==> src/ncoTable.svh <==
//--------------------------------------------------------------------------
// Quarter-wave cosine table for the carrier NCO, included inside the
// oscillator module. Entry n holds cos(2*pi*n/256) at a full scale of
// 2^17-1, for n from 0 to 63.
//--------------------------------------------------------------------------
`ifndef NCO_TABLE_SVH
`define NCO_TABLE_SVH

localparam logic [16:0] COS_QUARTER [0:63] = '{
  17'd131071, 17'd131032, 17'd130913, 17'd130716,
  17'd130440, 17'd130085, 17'd129652, 17'd129141,
  17'd128553, 17'd127886, 17'd127143, 17'd126323,
  17'd125427, 17'd124456, 17'd123409, 17'd122288,
  17'd121094, 17'd119826, 17'd118487, 17'd117076,
  17'd115594, 17'd114043, 17'd112423, 17'd110736,
  17'd108982, 17'd107162, 17'd105277, 17'd103329,
  17'd101319, 17'd99248,  17'd97117,  17'd94928,
  17'd92681,  17'd90379,  17'd88022,  17'd85612,
  17'd83151,  17'd80639,  17'd78079,  17'd75472,
  17'd72819,  17'd70123,  17'd67384,  17'd64605,
  17'd61786,  17'd58931,  17'd56040,  17'd53115,
  17'd50159,  17'd47172,  17'd44156,  17'd41115,
  17'd38048,  17'd34958,  17'd31848,  17'd28718,
  17'd25571,  17'd22408,  17'd19232,  17'd16044,
  17'd12847,  17'd9642,   17'd6431,   17'd3217
};

`endif

==> src/carrierLoopPkg.sv <==
//--------------------------------------------------------------------------
// Shared types of the carrier recovery loop: the I/Q sample and host bus
// structs, the loop control fields, the register offsets and the lock
// detector states. Modules take what they need by a wildcard import.
//--------------------------------------------------------------------------
`default_nettype none

package carrierLoopPkg;

  // Default sample width, also sets the width of the iqSample_t fields
  localparam int SAMPLE_WIDTH = 18;

  typedef struct packed {
    logic signed [SAMPLE_WIDTH-1:0] i;
    logic signed [SAMPLE_WIDTH-1:0] q;
  } iqSample_t;

  // Host write side, one strobe per byte lane
  typedef struct packed {
    logic [11:0] addr;
    logic [3:0]  wrEn;
    logic [31:0] din;
  } regBus_t;

  typedef struct packed {
    logic        invertError;
    logic        zeroError;
    logic        clearAccum;
    logic [4:0]  leadExp;
    logic [4:0]  lagExp;
    logic [31:0] limit;
    logic [15:0] lockCount;
    logic [7:0]  syncThreshold;
  } loopCtrl_t;

  // Byte offsets inside the register window
  typedef enum logic [4:0] {
    CTRL   = 5'h00,
    GAINS  = 5'h04,
    LIMIT  = 5'h08,
    LOCK   = 5'h0C,
    LAGACC = 5'h10,
    STATUS = 5'h14
  } regOffset_e;

  typedef enum logic {
    UNLOCKED = 1'b0,
    LOCKED   = 1'b1
  } lockState_e;

endpackage

`default_nettype wire

==> src/loopRegs.sv <==
//--------------------------------------------------------------------------
// Host register block of the carrier loop. Decodes its own 32 byte window,
// takes byte-lane writes and muxes the readback of controls and status.
//--------------------------------------------------------------------------
`timescale 1ns/100ps
`default_nettype none

module loopRegs
  import carrierLoopPkg::*;
#(
  parameter logic [11:0] BASE_ADDR = 12'h400
)(
  input  logic        clk,
  input  logic        reset,
  input  regBus_t     bus,
  input  logic [31:0] lagAccum,
  input  logic [15:0] lockCounter,
  input  logic        carrierLock,
  output loopCtrl_t   ctrl,
  output logic [31:0] dout
);

  localparam loopCtrl_t CTRL_RESET = '{
    invertError: 1'b0, zeroError: 1'b0, clearAccum: 1'b0,
    leadExp: 5'd0, lagExp: 5'd0, limit: 32'h7FFF_FFFF,
    lockCount: 16'h0000, syncThreshold: 8'h20
  };

  logic        inBlock;
  logic        wrHit;
  logic [4:0]  offset;
  logic [31:0] curWord;
  logic [31:0] newWord;

  // Upper 7 address bits select the block
  assign inBlock = (bus.addr[11:5] == BASE_ADDR[11:5]);
  assign wrHit   = inBlock && (bus.wrEn != 4'b0000);
  assign offset  = {bus.addr[4:2], 2'b00};

  always_comb begin
    case (offset)
      CTRL:    curWord = {29'd0, ctrl.clearAccum, ctrl.zeroError, ctrl.invertError};
      GAINS:   curWord = {19'd0, ctrl.lagExp, 3'd0, ctrl.leadExp};
      LIMIT:   curWord = ctrl.limit;
      LOCK:    curWord = {8'd0, ctrl.syncThreshold, ctrl.lockCount};
      LAGACC:  curWord = lagAccum;
      STATUS:  curWord = {15'd0, carrierLock, lockCounter};
      default: curWord = 32'd0;
    endcase
  end

  assign dout = inBlock ? curWord : 32'd0;

  // Merge the written lanes into the current word
  always_comb begin
    for (int b = 0; b < 4; b++) begin
      newWord[8*b +: 8] = bus.wrEn[b] ? bus.din[8*b +: 8] : curWord[8*b +: 8];
    end
  end

  always_ff @(posedge clk) begin
    if (reset) begin
      ctrl <= CTRL_RESET;
    end else if (wrHit) begin
      case (offset)
        CTRL: begin
          ctrl.invertError <= newWord[0];
          ctrl.zeroError   <= newWord[1];
          ctrl.clearAccum  <= newWord[2];
        end
        GAINS: begin
          ctrl.leadExp <= newWord[4:0];
          ctrl.lagExp  <= newWord[12:8];
        end
        LIMIT: ctrl.limit <= newWord;
        LOCK: begin
          ctrl.lockCount     <= newWord[15:0];
          ctrl.syncThreshold <= newWord[23:16];
        end
        default: ;
      endcase
    end
  end

  // Writes to LAGACC or STATUS must leave every control untouched
  aNoReadOnlyWrite: assert property (@(posedge clk) disable iff (reset)
    wrHit && (offset == LAGACC || offset == STATUS) |=> $stable(ctrl))
    else $error("write reached a read-only register");

endmodule

`default_nettype wire

==> config.mk <==
export PLATFORM = sky130hd
export DESIGN_NAME = loopRegs
export DESIGN_NICKNAME = d
export VERILOG_FILES = /design/src/ncoTable.svh /design/src/carrierLoopPkg.sv /design/src/loopRegs.sv
export SDC_FILE = /design/constraint.sdc
export NUM_CORES = 1
export LEC_CHECK = 0
export BUFFER_PORTS_ARGS = -buffer_cell sky130_fd_sc_hd__buf_2
export CELL_PAD_IN_SITES_DETAIL_PLACEMENT = 0
export CELL_PAD_IN_SITES_GLOBAL_PLACEMENT = 1
export CORE_MARGIN = 4
export CORE_UTILIZATION = 33
export CTS_CLUSTER_SIZE = 10
export DETAILED_ROUTE_END_ITERATION = 10
export PLACE_DENSITY_LB_ADDON = 0.15
export SYNTH_ARGS = -nofsm -noshare
export SYNTH_HDL_FRONTEND = slang
export SYNTH_SLANG_ARGS = --single-unit
==> constraint.sdc <==
create_clock -name clk -period 2.8 [get_ports clk]
set_clock_uncertainty 0.2 [all_clocks]
set_input_delay 0.56 -clock clk [delete_from_list [all_inputs] [get_ports clk]]
set_output_delay 0.56 -clock clk [all_outputs]
set_load 0.005 [all_outputs]
==> run_results.csv, run 1 <==
group,metric,value,unit
detailed_routing,drt_wl_total,15500,um
run_status,status,"finished, final reports clean",
floorplan,core_area,0.0121,mm2
logic_synthesis,synthDistinctLibCells,42,
logic_synthesis,async_flop_share,0,%
layout,finalInstanceArea,0.00577,mm2
sta,finalHoldViolations,0,
critical_path,critPathLaunchType,"input port",
detailed_routing,drc,0,
critical_path,cp.arrival,1.95,ns
layout,fin_cells,881,
layout,fill_cells,1272,
sta,worst_slew_pin_slew,0.556,ns
place,hpwl,11700,um
logic_synthesis,ys_ff_latch,69,
logic_synthesis,synth-seq-area-share,33.6,%
floorplan,pin_count,200,
floorplan,rows,40,
global_route,grt_antenna_before_repair,2,
layout,reg.largest.list,"ctrl (69)",
sta,period_minus_slack,2.71,ns
logic_synthesis,yosysWarnings,0,
clock_tree,cts_htree_levels,3,
logic_synthesis,synth-edff-count,0,
place,io_buffer_count,197,
critical_path,crit_path_end_kind,"primary output",
place,dp_cells,866,
sta,setup_tns,0,ns
floorplan,start_util,34.0,%
logic_synthesis,netlist_area,0.00412,mm2
detailed_routing,dr.first_iter.drc_count,228,
floorplan,die-area,0.0143,mm2
clock_tree,clk_path_buf_depth,2,
min_path,hold_path_depth,2,
logic_synthesis,synthDominantCellAreaShare,33.6,%
min_path,hp-start,"ctrl[18]",
logic_synthesis,synth_cells,505,
sta,grt_setup_unrepaired,"no",
clock_tree,clk_pin_slew_worst_paths,0.06,ns
global_route,grt_pass1_wl,24500,um
global_route,grt_use_total,21.2,%
layout,register_area,0.00138,mm2
floorplan,die_w,120,um
critical_path,worstPathRequired,2.04,ns
logic_synthesis,yosysTopAreaCell,"dfxtp_1",
sta,slew_violations,0,
critical_path,r2r_start,"ctrl[63]",
logic_synthesis,syn_avg_cell_area,8.15,um2
detailed_routing,vias_per_cell,5.29,
sta,max_freq,0.369,GHz
layout,layout-drive-gt1-share,40.3,%
clock_tree,cts.sinks,69,
detailed_routing,ant_nets,0,
detailed_routing,wl_per_cell,17.6,um
place,gp_congestion,0.820,
sta,holdWs,0.270,ns
layout,fin_nets,808,
min_path,min-delay-path-class,"reg -> reg",
layout,syn_to_final_growth,40.3,%
critical_path,r2r_cells,5,
job,drv_cap,0,
clock_tree,tritoncts,"done",
critical_path,reg2reg_slack,1.21,ns
global_route,grt_overflow,0,
sta,fin_crit_sh,96.8,%
layout,largest_reg_flops,69,
layout,multiInputGateArea,0.00249,mm2
layout,diodes,0,
detailed_routing,dr.pass1.iters,5,
sta,setup_viol_count_final,0,
pwr,p_leak,2.50,nW
floorplan,die_h,120,um
global_route,grt_pass1_vias,4659,
clock_tree,cts_setup_buffers,0,
clock_tree,insertion_delay,0.33,ns
logic_synthesis,synth_nets,604,
clock_tree,cts_root_buf,"clkbuf_16",
global_route,grt_max_degree,35,
pwr,total_power,2.35,mW
place,place_area,0.00551,mm2
sta,max_slew_margin,62.9,%
critical_path,r2r-end,"ctrl[10]",
critical_path,worstPathMaxFanout,18,
detailed_routing,vias,4663,
min_path,whs_endpoint,"ctrl[18]",
logic_synthesis,synth_flop_cell,"dfxtp_1",
clock_tree,numCtsBuffers,9,
pwr,vdd_drop_max,0.000274,V
layout,top_register,"ctrl",
pwr,p_per_area,407,mW/mm2
critical_path,criticalPathCategory,"in -> out",
logic_synthesis,synth.top_cells.by_area,"dfxtp_1 34%, mux2i_1 8.0%, nand3b_1 6.7%, mux2_2 4.7%, a21oi_1 4.4%",
## cell families (layout without fill, tap and decap cells)
group | after synthesis | in the layout | share of synthesized area [%]
AO/OA/AOI/OAI | 153 | 153 | 24.3
buffers and inverters | 62 | 270 | 6.23
flip-flops | 69 | 69 | 33.6
multiplexers | 50 | 50 | 12.7
AND/OR/NAND/NOR | 171 | 171 | 23.2
## metrics by stage
| step | utilization, % | worst slack [ns] |
|---|---|---|
| after global routing | 47.7 | 0.0483 |
| after CTS | 47.6 | 0.00413 |
| after detailed placement | 45.5 | 0.00345 |
| after global placement | 45.5 | 0.0255 |
| after floorplan | - | 0.0197 |
| final | 47.7 | 0.0895 |
## synthesized netlist by cell type (3+ instances only)
| library cell | number |
|---|---|
| o21a_1 | 6 |
| nand3b_1 | 37 |
| nand2_1 | 35 |
| a31oi_1 | 7 |
| nor2_1 | 45 |
| mux2_2 | 17 |
| nor3_1 | 17 |
| inv_1 | 12 |
| a22oi_1 | 15 |
| o311ai_0 | 15 |
| or3_1 | 10 |
| nor2b_1 | 3 |
| o21ai_1 | 6 |
| o21ai_0 | 34 |
| buf_2 | 7 |
| o22a_1 | 7 |
| mux2i_1 | 33 |
| nor4_2 | 4 |
| buf_1 | 4 |
| o221ai_1 | 9 |
| dfxtp_1 | 69 |
| clkbuf_1 | 37 |
| nand2b_1 | 8 |
| a21oi_1 | 36 |
| o22ai_1 | 8 |
## report_power, final
group / internal (mW) / total [mW] / switching (mW)
Clock: 0.617 / 1.03 / 0.410
Sequential: 0.983 / 0.984 / 0.000664
Combinational: 0.160 / 0.341 / 0.181
Total: 1.76 / 2.35 / 0.591
## cell usage in the layout, fill, tap and decap left out, types with 2 or more instances in the layout
master     instances
o221ai_1           9
a31oi_1            7
o21ai_1            6
nor2_1            45
nor3_1            16
o22a_1             7
inv_1             12
nor4_2             3
or4_4              2
buf_2            196
or3b_2             2
a211oi_1           2
o21a_1             6
clkinv_2           2
nor2b_1            3
or3_1             10
clkbuf_1           3
mux2_2            17
or4_1              2
buf_4             43
a21oi_1           36
nand3b_1          37
clkbuf_16          9
nand2b_1           8
o21ai_0           34
nand2_1           35
o22ai_1            8
o221ai_2           2
mux2i_1           33
buf_12             4
o311ai_0          15
dfxtp_1           69
a22oi_1           15
and3_1             2
## worst max-delay path, cell delays in order
cell	delay (ns)
buf_2	0.10
or4b_4	0.53
or2_4	0.27
buf_12	0.16
nor3_1	0.18
buf_2	0.14
## per-layer routing
metal | wire [um] | share of wire (%) | vias up | GRT usage, %
met5 | 21 | 0.14 | - | 0
met4 | 239 | 1.5 | 4 | 6.08
met3 | 987 | 6.4 | 23 | 4.43
met2 | 7350 | 47 | 176 | 35.9
met1 | 6900 | 45 | 2184 | 27.1
li1 | - | - | 2276 | -
## cell type report
| class | instances | area share (%) |
|---|---|---|
| inverter | 12 | 0.780 |
| tap | 168 | 3.64 |
| clock inverter | 2 | 0.173 |
| multi-input combinational | 374 | 43.2 |
| timing repair buffer | 243 | 24.0 |
| sequential | 69 | 23.9 |
| clock buffer | 13 | 4.33 |
## worst max path at each step
stage,start,slack (ns),to
4_1_cts,bus[43],0.004,dout[25]
5_1_grt,bus[43],0.05,dout[27]
3_5_place_dp,bus[43],0.003,ctrl[15]
2_1_floorplan,bus[43],0.02,dout[25]
3_3_place_gp,bus[43],0.03,dout[31]
6_report,bus[43],0.09,dout[25]
## what timing repair did
| action | in CTS | in global routing |
|---|---|---|
| gates resized for setup | 0 | 2 |
| hold buffers | 0 | 0 |
| setup endpoints to repair | 0 | 5 |
Power figures use the tool's default switching activity.
==> run 2, diff against run 1 <==
--- a/config.mk
+++ b/config.mk
@@ -12,6 +12,7 @@
 export CORE_UTILIZATION = 33
 export CTS_CLUSTER_SIZE = 10
 export DETAILED_ROUTE_END_ITERATION = 10
+export MAX_ROUTING_LAYER = met4
 export PLACE_DENSITY_LB_ADDON = 0.15
 export SYNTH_ARGS = -nofsm -noshare
 export SYNTH_HDL_FRONTEND = slang
==> run_results.csv, run 2 (same netlist as run 1, synthesis figures left out) <==
group,metric,value,unit
run_status,status,"finished, final reports clean",
clock_tree,clk_pin_slew_worst_paths,0.06,ns
critical_path,critPathLaunchType,"input port",
floorplan,pin_count,200,
sta,holdWs,0.270,ns
clock_tree,hold_buffers,0,
place,dp_cells,866,
sta,grt_setup_unrepaired,"no",
clock_tree,clk_path_buf_depth,2,
detailed_routing,wl_per_cell,17.6,um
detailed_routing,drt_wl_total,15500,um
place,gp_congestion,0.832,
global_route,grt_use_total,21.7,%
floorplan,die_w,120,um
layout,finalInstanceArea,0.00578,mm2
layout,final_cell_mix,"196 x buf_2, 69 x dfxtp_1, 45 x nor2_1",
job,drv_cap,0,
place,hpwl,11700,um
floorplan,die-area,0.0143,mm2
sta,setup_tns,0,ns
global_route,grt_max_degree,35,
layout,final_common_cell,"buf_2",
place,io_buffer_count,197,
layout,reg.largest.list,"ctrl (69)",
place,dp_slack,0.00345,ns
global_route,grt_pass1_vias,4671,
sta,setup_viol_count_final,0,
critical_path,cp-endpoint,"dout[25]",
layout,top_register,"ctrl",
critical_path,r2r_start,"ctrl[63]",
floorplan,start_util,34.0,%
clock_tree,insertion_delay,0.33,ns
pwr,total_power,2.35,mW
clock_tree,cts.sinks,69,
pwr,p_leak,2.50,nW
pwr,vdd_drop_max,0.000272,V
clock_tree,tritoncts,"done",
global_route,grt_pass1_wl,24500,um
critical_path,cp.arrival,1.95,ns
critical_path,worstPathMaxFanout,18,
sta,period_minus_slack,2.71,ns
clock_tree,cts_resized,0,
global_route,grt_overflow,0,
clock_tree,cts_htree_levels,3,
layout,fin_cells,883,
clock_tree,numCtsBuffers,9,
critical_path,criticalPathCategory,"in -> out",
detailed_routing,drc,0,
place,place_area,0.00551,mm2
sta,worst_slack,0.0890,ns
sta,worst_slew_pin_slew,0.551,ns
layout,largest_reg_flops,69,
sta,fin_crit_sh,96.8,%
critical_path,r2r-end,"ctrl[10]",
layout,layout-drive-gt1-share,40.3,%
sta,max_freq,0.369,GHz
global_route,grt_antenna_before_repair,2,
sta,finalHoldViolations,0,
critical_path,crit_path_end_kind,"primary output",
detailed_routing,dr.first_iter.drc_count,276,
critical_path,worstPathRequired,2.04,ns
detailed_routing,vias_per_cell,5.31,
detailed_routing,vias,4689,
clock_tree,cts_root_buf,"clkbuf_16",
floorplan,die_h,120,um
layout,syn_to_final_growth,40.4,%
layout,fin_nets,808,
floorplan,core_area,0.0121,mm2
min_path,min-delay-path-class,"reg -> reg",
clock_tree,cts_setup_buffers,0,
pwr,p_per_area,407,mW/mm2
critical_path,reg2reg_slack,1.22,ns
layout,utilization,47.7,%
sta,slew_violations,0,
critical_path,critPathLaunch,"bus[43]",
critical_path,r2r_cells,5,
sta,max_slew_margin,63.3,%
detailed_routing,ant_nets,0,
floorplan,rows,40,
detailed_routing,dr.pass1.iters,5,
==> run 2: cell count changes in the layout (fill, tap and decap cells not counted) <==
cell,previous run,this run
diode_2,0,2
==> run 2: power breakdown <==
group | switching [mW] | total [mW] | leakage (nW) | internal [mW]
sequential | 0.000665 | 0.984 | 0.557 | 0.983
combinational | 0.181 | 0.341 | 1.81 | 0.160
clock | 0.410 | 1.03 | 0.129 | 0.617
==> run 2: layout make-up <==
class                      instances  area [um2]
antenna                            2        5.00
clock buffer                      13         250
clock inverter                     2        10.0
fill                            1272        6330
inverter                          12        45.0
multi-input combinational        374        2490
sequential                        69        1380
tap                              168         210
timing repair buffer             243        1380
==> run 2: worst min path at each step <==
stage,endpoint,from,slack (ns),depth (start not counted)
after floorplan,ctrl[11],ctrl[11],0.26,2
after global placement,ctrl[17],ctrl[17],0.26,2
after detailed placement,ctrl[64],ctrl[64],0.26,2
after CTS,ctrl[64],ctrl[64],0.27,2
after global routing,ctrl[56],ctrl[56],0.30,2
final,ctrl[18],ctrl[18],0.27,2
==> run 2: worst max-delay path: stages <==
cell and delay [ns]:
buf_2 0.10, or4b_4 0.53, or2_4 0.27, buf_12 0.16, nor3_1 0.18, buf_2 0.14
==> run 2: metal layers <==
layer  GRT usage (%)  vias to the layer above  routed length (um)
li1                -                     2285                   -
met1            27.3                     2194                6910
met2            35.9                      189                7330
met3            4.10                       21                1020
met4            6.08                        0                 255
met5               -                        -                   0
==> run 3, diff against run 2 <==
--- a/config.mk
+++ b/config.mk
@@ -14,6 +14,7 @@
 export DETAILED_ROUTE_END_ITERATION = 10
 export MAX_ROUTING_LAYER = met4
 export PLACE_DENSITY_LB_ADDON = 0.15
+export SETUP_SLACK_MARGIN = 0.2
 export SYNTH_ARGS = -nofsm -noshare
 export SYNTH_HDL_FRONTEND = slang
 export SYNTH_SLANG_ARGS = --single-unit
==> run_results.csv, run 3 (same netlist as run 1, synthesis figures left out) <==
group,metric,value,unit
min_path,min-delay-path-class,"reg -> reg",
layout,final_cell_mix,"195 x buf_2, 69 x dfxtp_1, 37 x nand3b_1",
detailed_routing,drt_wl_total,15300,um
layout,largest_reg_flops,69,
critical_path,worstPathRequired,2.04,ns
global_route,grt_antenna_before_repair,0,
layout,fin_nets,805,
layout,reg.largest.list,"ctrl (69)",
detailed_routing,drc,0,
floorplan,pin_count,200,
pwr,clockPowerShare,49.2,%
sta,grt_setup_unrepaired,"yes",
sta,worst_slack,0.0873,ns
sta,worst_slew_pin_slew,0.498,ns
floorplan,die_h,120,um
detailed_routing,dr.pass1.iters,4,
detailed_routing,vias_per_cell,5.21,
floorplan,die_w,120,um
critical_path,r2r_start,"ctrl[26]",
clock_tree,cts_htree_levels,3,
layout,syn_to_final_growth,45.5,%
layout,top_register,"ctrl",
sta,setup_tns,0,ns
layout,utilization,49.4,%
clock_tree,tritoncts,"done",
global_route,grt_max_degree,35,
pwr,p_seq_share,37.6,%
floorplan,die-area,0.0143,mm2
layout,final_common_cell,"buf_2",
pwr,swShare,23.2,%
pwr,vdd_drop_max,0.000306,V
floorplan,start_util,34.0,%
place,hpwl,11200,um
critical_path,critPathLaunch,"bus[43]",
sta,max_slew_margin,66.8,%
clock_tree,clk_path_buf_depth,2,
place,io_buffer_count,197,
place,gp_congestion,0.831,
global_route,grt_pass1_vias,4386,
detailed_routing,wl_per_cell,17.4,um
sta,fin_crit_sh,96.9,%
pwr,p_comb_share,13.1,%
critical_path,reg2reg_slack,1.26,ns
critical_path,cp-endpoint,"dout[1]",
detailed_routing,dr.first_iter.drc_count,302,
clock_tree,insertion_delay,0.33,ns
clock_tree,cts_root_buf,"clkbuf_16",
floorplan,rows,40,
critical_path,critPathLaunchType,"input port",
clock_tree,cts.sinks,69,
critical_path,r2r-end,"ctrl[10]",
clock_tree,cts_setup_buffers,0,
pwr,p_leak,2.56,nW
run_status,status,"finished, final reports clean",
sta,max_freq,0.369,GHz
pwr,p_per_area,437,mW/mm2
place,dp_slack,0.0753,ns
critical_path,worstPathMaxFanout,10,
critical_path,cp.arrival,1.95,ns
place,dp_cells,861,
sta,period_minus_slack,2.71,ns
layout,diodes,0,
critical_path,r2r_cells,4,
pwr,p_int,2.01,mW
global_route,grt_overflow,0,
sta,finalHoldViolations,0,
sta,setup_viol_count_final,0,
job,drv_cap,0,
detailed_routing,vias,4572,
global_route,grt_pass1_wl,23200,um
clock_tree,clk_pin_slew_worst_paths,0.06,ns
critical_path,criticalPathCategory,"in -> out",
detailed_routing,ant_nets,0,
critical_path,crit_path_end_kind,"primary output",
layout,layout-drive-gt1-share,44.1,%
layout,fin_cells,878,
sta,slew_violations,0,
floorplan,core_area,0.0121,mm2
pwr,p_sw,0.607,mW
clock_tree,numCtsBuffers,9,
global_route,grt_use_total,20.7,%
==> run 3: changes by cell type in the layout (fill, tap and decap cells not counted), moves of 2 or more <==
cell       delta
buf_4         -7
nor3_1        -5
nor2_4        +2
clkbuf_16     +2
buf_12        +2
nor2_2       +19
bufinv_16     +3
nor2_1       -21
clkbuf_1      -2
nor3_2        +4
diode_2       -2
==> run 3: per-stage QoR <==
stage	instance area, um2	hold slack [ns]	total power, mW
finish	5990	0.273	2.61
global route	5990	0.283	2.72
CTS	5920	0.277	2.64
detailed placement	5580	0.262	1.35
global placement	5580	0.257	1.34
floorplan	4230	0.261	1.20
==> run 3: metal layers <==
metal	track usage (%)	up-vias	share of wire (%)
met2	32.7	180	46
met4	6.23	0	1.1
met5	-	-	0
met1	26.6	2107	45
li1	-	2270	-
met3	4.71	15	7.3
==> run 3: worst max-delay path, cell delays in order <==
cell	delay, ns
buf_6	0.09
or4b_4	0.54
or2_4	0.32
buf_12	0.17
nor2_2	0.13
buf_2	0.13
==> run 3: power by group through the flow <==
stage	registers [mW]	clock network (mW)	logic (mW)
final	0.983	1.29	0.344
after global routing	0.983	1.36	0.377
after global placement	1.00	0	0.333
after CTS	0.983	1.31	0.342
after detailed placement	1.00	0	0.340
after floorplan	1.00	0	0.196
==> run 3: repair_timing <==
action	in CTS	in global routing
hold buffers	0	0
resized for setup	3	5
gates cloned	0	2
pin swaps	0	1
setup endpoints to repair	30	31
==> run 3: how the worst min path moves through the flow <==
stage / start / cells past startpoint / slack, ns / end
CTS: ctrl[17] / 2 / 0.28 / ctrl[17]
finish: ctrl[57] / 2 / 0.27 / ctrl[57]
global placement: ctrl[17] / 2 / 0.26 / ctrl[17]
global route: bus[30] / 3 / 0.28 / ctrl[54]
detailed placement: ctrl[57] / 2 / 0.26 / ctrl[57]
floorplan: ctrl[11] / 2 / 0.26 / ctrl[11]
==> run 3: final cells by class <==
type | count | area [um2]
fill | 1230 | 6120
tap | 168 | 210
clock buffer | 10 | 229
multi-input combinational | 374 | 2590
timing repair buffer | 240 | 1430
inverter | 12 | 45.0
sequential | 69 | 1380
clock inverter | 5 | 100
